[config.mk]
export PLATFORM = sky130hd
export DESIGN_NAME = dec_stage
export DESIGN_NICKNAME = d
export VERILOG_FILES = /design/src/rtl/isa_pkg.sv /design/src/rtl/pipe_pkg.sv /design/src/rtl/instr_decoder.sv /design/src/rtl/reg_file.sv /design/src/rtl/operand_forward.sv /design/src/rtl/dec_ex_reg.sv /design/src/rtl/dec_stage.sv
export VERILOG_INCLUDE_DIRS = /design/src /design/src/rtl
export SDC_FILE = /design/constraint.sdc
export NUM_CORES = 2
export LEC_CHECK = 0
export BUFFER_PORTS_ARGS = -buffer_cell sky130_fd_sc_hd__clkbuf_2
export CORE_MARGIN = 2
export CORE_UTILIZATION = 45
export DETAILED_ROUTE_END_ITERATION = 7
export SLEW_MARGIN = 20
export SYNTH_ARGS = -nofsm -noshare
export SYNTH_HDL_FRONTEND = slang
export SYNTH_SLANG_ARGS = --single-unit
[constraint.sdc]
create_clock -name cpu_clk -period 4.2 [get_ports cpu_clk]
set_input_delay 0.42 -clock cpu_clk [delete_from_list [all_inputs] [get_ports cpu_clk]]
set_output_delay 0.42 -clock cpu_clk [all_outputs]
set_load 0.005 [all_outputs]
[src/rtl/core_params.svh]
// core widths and instruction field positions for the RV32 decode stage
`ifndef CORE_PARAMS_SVH
`define CORE_PARAMS_SVH

// data word and instruction
`define XLEN 32
`define ILEN 32

// register file, x0 counted
`define REG_IDX_W 5
`define NUM_REGS 32

// encoding field widths
`define OPC_W 7
`define F3_W 3
`define F7_W 7
`define ALU_OP_W 5

// field positions in the instruction word
`define OPC_RANGE 6:0
`define RD_RANGE 11:7
`define F3_RANGE 14:12
`define RS1_RANGE 19:15
`define RS2_RANGE 24:20
`define F7_RANGE 31:25

`endif

[src/rtl/isa_pkg.sv]
// RV32 encoding types: major opcodes, funct values and ALU operations
`include "core_params.svh"

package isa_pkg;

	// major opcodes known to decode
	typedef enum logic [`OPC_W-1:0] {
		LUI    = 7'b0110111,
		AUIPC  = 7'b0010111,
		OP_IMM = 7'b0010011,
		OP     = 7'b0110011,
		BRANCH = 7'b1100011
	} opcode_e;

	// funct3 for OP and OP-IMM
	localparam logic [`F3_W-1:0] F3_ADD_SUB = 3'b000;
	localparam logic [`F3_W-1:0] F3_SLL     = 3'b001;
	localparam logic [`F3_W-1:0] F3_SLT     = 3'b010;
	localparam logic [`F3_W-1:0] F3_SLTU    = 3'b011;
	localparam logic [`F3_W-1:0] F3_XOR     = 3'b100;
	localparam logic [`F3_W-1:0] F3_SRL_SRA = 3'b101;
	localparam logic [`F3_W-1:0] F3_OR      = 3'b110;
	localparam logic [`F3_W-1:0] F3_AND     = 3'b111;

	// funct3 for BRANCH
	localparam logic [`F3_W-1:0] F3_BEQ  = 3'b000;
	localparam logic [`F3_W-1:0] F3_BNE  = 3'b001;
	localparam logic [`F3_W-1:0] F3_BLT  = 3'b100;
	localparam logic [`F3_W-1:0] F3_BGE  = 3'b101;
	localparam logic [`F3_W-1:0] F3_BLTU = 3'b110;
	localparam logic [`F3_W-1:0] F3_BGEU = 3'b111;

	localparam logic [`F7_W-1:0] F7_BASE = 7'b0000000;
	localparam logic [`F7_W-1:0] F7_ALT  = 7'b0100000; // sub and sra

	// operation handed to execute, NOP is the reset value
	typedef enum logic [`ALU_OP_W-1:0] {
		NOP = 5'd0,
		ADD, SUB, SLT, SLTU, AND, OR, XOR, SLL, SRL, SRA,
		BEQ, BNE, BLT, BGE, BLTU, BGEU
	} alu_op_e;

endpackage

[src/rtl/pipe_pkg.sv]
// bundles passed between the decode stage and its neighbours
`include "core_params.svh"

package pipe_pkg;

	// register write, used for writeback and for the execute result
	typedef struct packed {
		logic                  valid;
		logic [`REG_IDX_W-1:0] idx;
		logic [`XLEN-1:0]      data;
	} reg_wr_t;

	// decoded instruction as seen by execute
	typedef struct packed {
		isa_pkg::alu_op_e      op;
		logic [`XLEN-1:0]      src1;
		logic [`XLEN-1:0]      src2;   // imm already folded in when used
		logic [`XLEN-1:0]      imm;    // branch offset for execute
		logic [`REG_IDX_W-1:0] rd;
		logic                  rd_wr;
		logic [`XLEN-1:0]      pc;
		logic                  illegal;
	} dec_bundle_t;

endpackage

[src/rtl/instr_decoder.sv]
// instruction decoder: field split, ALU or branch operation and immediate
`timescale 1ns/100ps
`include "core_params.svh"

module instr_decoder (
	input  logic [`ILEN-1:0]      instr,
	output isa_pkg::alu_op_e      op,
	output logic [`XLEN-1:0]      imm,
	output logic [`REG_IDX_W-1:0] rs1,
	output logic [`REG_IDX_W-1:0] rs2,
	output logic [`REG_IDX_W-1:0] rd,
	output logic                  rd_wr,
	output logic                  use_pc,
	output logic                  use_imm,
	output logic                  no_rs1,
	output logic                  illegal
);
	import isa_pkg::*;

	opcode_e          opcode;
	logic [`F3_W-1:0] funct3;
	logic [`F7_W-1:0] funct7;
	logic [`XLEN-1:0] imm_i;
	logic [`XLEN-1:0] imm_b;
	logic [`XLEN-1:0] imm_u;

	// funct7 only matters for the register form, except on shifts
	function automatic alu_op_e alu_decode(input logic [`F3_W-1:0] f3,
		input logic [`F7_W-1:0] f7, input logic reg_form);
		logic base;
		base = !reg_form || (f7 == F7_BASE);
		alu_decode = NOP;
		case (f3)
			F3_ADD_SUB: alu_decode = base ? ADD : ((f7 == F7_ALT) ? SUB : NOP);
			F3_SRL_SRA: alu_decode = (f7 == F7_BASE) ? SRL : ((f7 == F7_ALT) ? SRA : NOP);
			F3_SLL:     alu_decode = base ? SLL : NOP;
			F3_SLT:     alu_decode = base ? SLT : NOP;
			F3_SLTU:    alu_decode = base ? SLTU : NOP;
			F3_XOR:     alu_decode = base ? XOR : NOP;
			F3_OR:      alu_decode = base ? OR : NOP;
			F3_AND:     alu_decode = base ? AND : NOP;
			default:    alu_decode = NOP;
		endcase
	endfunction

	function automatic alu_op_e branch_decode(input logic [`F3_W-1:0] f3);
		case (f3)
			F3_BEQ:  branch_decode = BEQ;
			F3_BNE:  branch_decode = BNE;
			F3_BLT:  branch_decode = BLT;
			F3_BGE:  branch_decode = BGE;
			F3_BLTU: branch_decode = BLTU;
			F3_BGEU: branch_decode = BGEU;
			default: branch_decode = NOP;  // 010 and 011 undefined
		endcase
	endfunction

	assign opcode = opcode_e'(instr[`OPC_RANGE]);
	assign funct3 = instr[`F3_RANGE];
	assign funct7 = instr[`F7_RANGE];
	assign rs1    = instr[`RS1_RANGE];
	assign rs2    = instr[`RS2_RANGE];

	assign imm_i = {{20{instr[31]}}, instr[31:20]};
	assign imm_b = {{19{instr[31]}}, instr[31], instr[7], instr[30:25], instr[11:8], 1'b0};
	assign imm_u = {instr[31:12], 12'b0};

	always_comb
	begin
		op      = NOP;
		imm     = '0;
		rd_wr   = 1'b0;
		use_pc  = 1'b0;
		use_imm = 1'b0;
		no_rs1  = 1'b0;
		illegal = 1'b0;
		case (opcode)
			LUI:
			begin
				op      = ADD;  // 0 + imm
				imm     = imm_u;
				rd_wr   = 1'b1;
				use_imm = 1'b1;
				no_rs1  = 1'b1;
			end
			AUIPC:
			begin
				op      = ADD;
				imm     = imm_u;
				rd_wr   = 1'b1;
				use_pc  = 1'b1;
				use_imm = 1'b1;
			end
			OP_IMM:
			begin
				op      = alu_decode(funct3, funct7, 1'b0);
				imm     = imm_i;
				rd_wr   = (op != NOP);
				use_imm = 1'b1;
			end
			OP:
			begin
				op    = alu_decode(funct3, funct7, 1'b1);
				rd_wr = (op != NOP);
			end
			BRANCH:
			begin
				op  = branch_decode(funct3);
				imm = imm_b;    // rs2 stays on src2
			end
			default:
			begin
				// bubble with zero operands
				illegal = 1'b1;
				no_rs1  = 1'b1;
				use_imm = 1'b1;
			end
		endcase
	end

	assign rd = rd_wr ? instr[`RD_RANGE] : '0;

endmodule

[src/rtl/reg_file.sv]
// general register file x1..x31 with two combinational reads and one write
`timescale 1ns/100ps
`include "core_params.svh"

module reg_file (
	input  logic                  cpu_clk,
	input  logic                  cpu_rstn,
	input  pipe_pkg::reg_wr_t     wr,
	input  logic [`REG_IDX_W-1:0] rs1,
	input  logic [`REG_IDX_W-1:0] rs2,
	output logic [`XLEN-1:0]      rdata1,
	output logic [`XLEN-1:0]      rdata2
);

	// no storage behind x0
	logic [`XLEN-1:0] regs [1:`NUM_REGS-1];

	always_ff @(posedge cpu_clk or negedge cpu_rstn)
	begin
		if (!cpu_rstn)
		begin
			for (int i = 1; i < `NUM_REGS; i++)
			begin
				regs[i] <= '0;
			end
		end
		else if (wr.valid && (wr.idx != '0))
		begin
			regs[wr.idx] <= wr.data;
		end
	end

	// same-cycle writeback data comes through operand_forward
	assign rdata1 = (rs1 == '0) ? '0 : regs[rs1];
	assign rdata2 = (rs2 == '0) ? '0 : regs[rs2];

endmodule

[src/rtl/operand_forward.sv]
// source operand selection with execute and writeback forwarding
`timescale 1ns/100ps
`include "core_params.svh"

module operand_forward (
	input  isa_pkg::alu_op_e      op,
	input  logic [`XLEN-1:0]      imm,
	input  logic [`REG_IDX_W-1:0] rd,
	input  logic                  rd_wr,
	input  logic                  illegal,
	input  logic [`REG_IDX_W-1:0] rs1,
	input  logic [`REG_IDX_W-1:0] rs2,
	input  logic                  use_pc,
	input  logic                  use_imm,
	input  logic                  no_rs1,
	input  logic [`XLEN-1:0]      pc,
	input  logic [`XLEN-1:0]      rdata1,
	input  logic [`XLEN-1:0]      rdata2,
	input  logic                  ex_valid,
	input  pipe_pkg::dec_bundle_t ex_bundle,
	input  pipe_pkg::reg_wr_t     ex_result,
	input  pipe_pkg::reg_wr_t     wb_wr,
	output pipe_pkg::dec_bundle_t bundle
);

	logic [`XLEN-1:0] fwd1;
	logic [`XLEN-1:0] fwd2;

	// x0, then execute, then writeback, then the register file
	function automatic logic [`XLEN-1:0] pick(input logic [`REG_IDX_W-1:0] idx,
		input logic [`XLEN-1:0] rf_data);
		logic ex_hit;
		logic wb_hit;
		ex_hit = ex_valid && ex_bundle.rd_wr && (ex_bundle.rd == idx) &&
			ex_result.valid && (ex_result.idx == idx);
		wb_hit = wb_wr.valid && (wb_wr.idx == idx);
		if (idx == '0)
			pick = '0;
		else if (ex_hit)
			pick = ex_result.data;
		else if (wb_hit)
			pick = wb_wr.data;
		else
			pick = rf_data;
	endfunction

	always_comb
	begin
		fwd1 = pick(rs1, rdata1);
		fwd2 = pick(rs2, rdata2);
	end

	always_comb
	begin
		bundle.op      = op;
		bundle.src1    = use_pc ? pc : (no_rs1 ? '0 : fwd1); // auipc / lui
		bundle.src2    = use_imm ? imm : fwd2;
		bundle.imm     = imm;
		bundle.rd      = rd;
		bundle.rd_wr   = rd_wr;
		bundle.pc      = pc;
		bundle.illegal = illegal;
	end

endmodule

[src/rtl/dec_ex_reg.sv]
// decode to execute pipeline register with valid/ready and flush
`timescale 1ns/100ps
`include "core_params.svh"

module dec_ex_reg (
	input  logic                  cpu_clk,
	input  logic                  cpu_rstn,
	input  logic                  in_valid,
	input  pipe_pkg::dec_bundle_t in_bundle,
	output logic                  in_ready,
	input  logic                  flush,
	output logic                  out_valid,
	output pipe_pkg::dec_bundle_t out_bundle,
	input  logic                  out_ready
);

	logic load;

	// single entry, refills in the cycle it drains
	assign in_ready = out_ready || !out_valid;
	assign load     = in_valid && in_ready && !flush;

	always_ff @(posedge cpu_clk or negedge cpu_rstn)
	begin
		if (!cpu_rstn)
		begin
			out_valid <= 1'b0;
		end
		else if (flush)
		begin
			out_valid <= 1'b0;   // mispredict wins over a transfer
		end
		else if (in_ready)
		begin
			out_valid <= in_valid;
		end
	end

	// held under back-pressure
	always_ff @(posedge cpu_clk or negedge cpu_rstn)
	begin
		if (!cpu_rstn)
		begin
			out_bundle <= '0;
		end
		else if (load)
		begin
			out_bundle <= in_bundle;
		end
	end

endmodule

[src/rtl/dec_stage.sv]
// RV32 decode stage top: decoder, register file, forwarding and execute buffer
`timescale 1ns/100ps
`include "core_params.svh"

module dec_stage (
	input  logic                  cpu_clk,
	input  logic                  cpu_rstn,
	input  logic                  if_valid,
	input  logic [`ILEN-1:0]      instr,
	input  logic [`XLEN-1:0]      pc,
	output logic                  dec_ready,
	output logic                  ex_valid,
	output pipe_pkg::dec_bundle_t ex_bundle,
	input  logic                  ex_ready,
	input  pipe_pkg::reg_wr_t     ex_result,
	input  pipe_pkg::reg_wr_t     wb_wr,
	input  logic                  flush
);
	import isa_pkg::*;
	import pipe_pkg::*;

	alu_op_e               op;
	logic [`XLEN-1:0]      imm;
	logic [`REG_IDX_W-1:0] rs1;
	logic [`REG_IDX_W-1:0] rs2;
	logic [`REG_IDX_W-1:0] rd;
	logic                  rd_wr;
	logic                  use_pc;
	logic                  use_imm;
	logic                  no_rs1;
	logic                  illegal;
	logic [`XLEN-1:0]      rdata1;
	logic [`XLEN-1:0]      rdata2;
	dec_bundle_t           bundle; // decoded, not yet registered

	instr_decoder decoder_i (
		.instr   (instr),
		.op      (op),
		.imm     (imm),
		.rs1     (rs1),
		.rs2     (rs2),
		.rd      (rd),
		.rd_wr   (rd_wr),
		.use_pc  (use_pc),
		.use_imm (use_imm),
		.no_rs1  (no_rs1),
		.illegal (illegal)
	);

	reg_file reg_file_i (
		.cpu_clk  (cpu_clk),
		.cpu_rstn (cpu_rstn),
		.wr       (wb_wr),
		.rs1      (rs1),
		.rs2      (rs2),
		.rdata1   (rdata1),
		.rdata2   (rdata2)
	);

	operand_forward forward_i (
		.op        (op),
		.imm       (imm),
		.rd        (rd),
		.rd_wr     (rd_wr),
		.illegal   (illegal),
		.rs1       (rs1),
		.rs2       (rs2),
		.use_pc    (use_pc),
		.use_imm   (use_imm),
		.no_rs1    (no_rs1),
		.pc        (pc),
		.rdata1    (rdata1),
		.rdata2    (rdata2),
		.ex_valid  (ex_valid),
		.ex_bundle (ex_bundle),
		.ex_result (ex_result),
		.wb_wr     (wb_wr),
		.bundle    (bundle)
	);

	dec_ex_reg dec_ex_reg_i (
		.cpu_clk    (cpu_clk),
		.cpu_rstn   (cpu_rstn),
		.in_valid   (if_valid),
		.in_bundle  (bundle),
		.in_ready   (dec_ready),
		.flush      (flush),
		.out_valid  (ex_valid),
		.out_bundle (ex_bundle),
		.out_ready  (ex_ready)
	);

endmodule

==> results by group <==
Outcome
  – Status: finished, final reports clean

GRT
  – Vias in the first global route: 43611
  – Initial antenna violation count: 11
  – First-pass GRT wire length: 325000 microns
  – Largest net degree at the start of global routing: 100
  – Total GRT Usage: 32.6%
  – Aggregate global routing overflow: 0

Worst setup path
  – CP arrival: 3.83 ns
  – Req. time, crit path: 4.86 ns
  – CP most frequent cell: o21ai_0
  – Slowest-stage cell, CP: nor2_1
  – Worst stage delay on the critical path: 0.82 ns
  – Critical path class: flip-flop to flip-flop
  – Reg2reg path depth: 6
  – Crit Path Max Fanout: 8
  – R2R Setup Slk: 1.03 ns
  – Critical-path cell list: and3_1, o21ai_0, a2111oi_4, nor2_1, o221ai_1, o21ai_0
  – Nature of the critical path endpoint: flip-flop
  – CP startpoint kind: flip-flop

Timing
  – Setup_tns: 0 ns
  – Final Max Slew Viols: 0
  – Minimum clock period: 3.17 ns
  – RSZ-0062 raised after global routing: no
  – Fin. Hold Viols: 0
  – Max Clock Skew: 0.0376 ns
  – Worst Tran Pin Value: 1.11 ns
  – Final setup viols: 0
  – Fin crit share: 75.4%
  – Relative slew margins: 24.1%
  – Achievable frequency: 0.316 GHz

Routing
  – First DRT Iteration DRCs: 5255
  – Wire length per cell: 34.1 microns
  – # DRC: 0
  – Via-to-Cell Ratio: 6.69
  – Routed WL: 226000 microns
  – Via count: 44411
  – 1st-pass router iterations: 6
  – Post-DRT Antenna Nets: 0

Layout
  – Share of cells above drive strength 1: 46.1%
  – Area growth from synthesis to layout: 14.0%
  – Nets: 4901
  – Post-route cell area: 0.0694 sq mm

Floorplanning
  – Die height: 372 microns
  – Core Area: 0.134 sq mm
  – Die footprint: 0.138 sq mm
  – Row cnt: 134
  – IO Count: 287
  – Initial core utilization: 45.5%
  – Chip width: 372 microns

Clock network
  – H-tree levels: 3
  – CTS Buf Count: 121
  – Post-CTS setup buffers: 0
  – Worst-Skew Late Latency: 0.76 ns
  – Clock sinks: 1133
  – CTS clock-pin slew for the worst setup and hold paths: 0.07 ns
  – Max Root-Sink Buffers: 3
  – CTS tree: built
  – Clk root buf: clkbuf_16

Placement
  – GPL Wtd Cong: 0.954
  – Count of input and output buffers: 286
  – Cell Area, Placed: 0.0646 sq mm
  – HPWL Detailed: 145000 microns

Power
  – Leakage: 30.5 nW
  – Power per cell area: 465 mW/mm^2
  – VDD IR-drop max: 0.359 mV

Yosys
  – Post-Syn Area per Cell: 13.3 sq um
  – Syn Nets: 4716
  – Ys async rst share: 100%
  – Post-Syn Instances: 4571
  – Yosys warnings: 0
  – Yosys reg bits: 1133
  – Seq/Total Area, Yosys: 46.6%
  – Top_reg_cell synth: dfrtp_1
  – Cell variety after synth: 70
  – Number of enable flip-flop cells after synthesis: 0
  – Synthesized area: 0.0609 sq mm

Flow run
  – Max cap viols: 0

Worst hold path
  – Hold crit path type: primary input to flip-flop
  – Worst hold path depth: 3
[registers in the layout (all words and copies together), names as in the netlist]
register / count
dec_ex_reg_i.out_bundle: 140
dec_ex_reg_i.out_valid: 1
reg_file_i.regs: 992
[worst max-delay path, delay by kind of cell (launching register included)]
kind / cells / cell delay, ns
compound gates: 4 / 1.56
flops: 1 / 0.47
simple gates: 2 / 1.02
[placed cells by master (no fill, tap or decap), types with 10 or more instances in the layout]
cell	instances
a2111oi_0	18
a211oi_1	21
a21o_1	37
a21oi_1	80
a221oi_1	58
a22o_1	46
a22oi_1	74
a2bb2oi_1	24
a31oi_1	14
and2_1	14
and3_1	26
buf_12	32
buf_4	155
bufinv_16	13
clkbuf_1	28
clkbuf_16	122
clkbuf_2	277
clkbuf_8	33
clkinv_2	22
dfrtp_1	1133
dlygate4sd3_1	53
mux2_2	1122
mux2i_1	147
mux4_2	386
nand2_1	277
nand2_2	16
nand2b_1	10
nand3_1	50
nand3b_1	11
nor2_1	123
nor2_4	16
nor2b_1	32
nor3_1	33
nor4_1	36
o211ai_1	30
o21ai_0	82
o22ai_1	23
o31ai_1	16
or3_1	24
[power breakdown]
group	internal [mW]	total, mW	switching, mW
sequential	12.9	14.3	1.48
combinational	3.63	6.52	2.89
clock	6.71	11.4	4.70
[final timing paths]
check / to / startpoint
min reg2reg: dec_ex_reg_i.out_bundle[30] / dec_ex_reg_i.out_bundle[30]
min: dec_ex_reg_i.out_bundle[95] / ex_result[24]
max: dec_ex_reg_i.out_bundle[86] / dec_ex_reg_i.out_bundle[34]
max reg2reg: dec_ex_reg_i.out_bundle[86] / dec_ex_reg_i.out_bundle[34]
max in group asynchronous: dec_ex_reg_i.out_bundle[125] / cpu_rstn
min in group asynchronous: reg_file_i.regs[168] / cpu_rstn
[cells in the mapped netlist, types with 27 or more instances]
library cell / n / area [sq um]
a21o_1: 37 / 278
a21oi_1: 80 / 400
a221oi_1: 58 / 508
a22o_1: 46 / 403
a22oi_1: 74 / 556
and3_1: 27 / 169
buf_1: 64 / 240
buf_2: 89 / 445
buf_4: 31 / 233
clkbuf_1: 273 / 1020
dfrtp_1: 1133 / 28400
mux2_2: 1122 / 12600
mux2i_1: 147 / 1470
mux4_2: 386 / 8690
nand2_1: 293 / 1100
nand3_1: 50 / 250
nor2_1: 143 / 537
nor2b_1: 38 / 238
nor3_1: 35 / 175
nor4_1: 37 / 231
o211ai_1: 30 / 225
o21ai_0: 82 / 410
[stage by stage]
| stage | cells | utilization [%] | total power [mW] | setup slack (ns) | hold slack, ns |
|---|---|---|---|---|---|
| final | 6640 | 51.9 | 32.3 | 1.03 | 0.0398 |
| after global routing | 6635 | 51.9 | 33.5 | 0.961 | 0.0459 |
| after CTS | 6631 | 51.8 | 32.3 | 1.13 | 0.00224 |
| after detailed placement | 6348 | 48.3 | 20.8 | 0.671 | 0.465 |
| after global placement | 6348 | 48.3 | 20.6 | 0.737 | 0.458 |
| after floorplan | 4571 | - | 18.5 | 1.82 | 0.124 |
[cell families (layout without fill, tap and decap cells)]
logic type	after synthesis	in the layout	share of synthesized area, %
flip-flops	1133	1133	46.6
other	0	9	0
AND/OR/NAND/NOR	718	718	5.55
AO/OA/AOI/OAI	583	583	6.91
XOR/XNOR	11	11	0.158
multiplexers	1655	1655	37.5
buffers and inverters	471	763	3.33
[layout make-up]
class	instances	area (sq um)
Fill cell	11402	64400
Inverter	9	36.3
Clock buffer	182	3600
Sequential cell	1133	28400
Tap cell	1768	2210
Antenna cell	9	22.5
Clock inverter	48	643
Multi-Input combinational cell	2967	30700
Timing Repair Buffer	524	3810
[metal layers]
metal,track usage (%),part of all wire [%],vias to the layer above
met5,0,0.029,-
met4,14.5,4.8,8
met3,10.5,12,556
met2,46.4,42,2669
met1,45.5,41,23370
li1,-,-,17808
[what timing repair did]
item | in CTS | in global routing
hold endpoints to repair | 107 | 0
hold buffers | 53 | 0
gates resized for setup | 0 | 0
No activity file was read; power rests on OpenSTA's default activity.
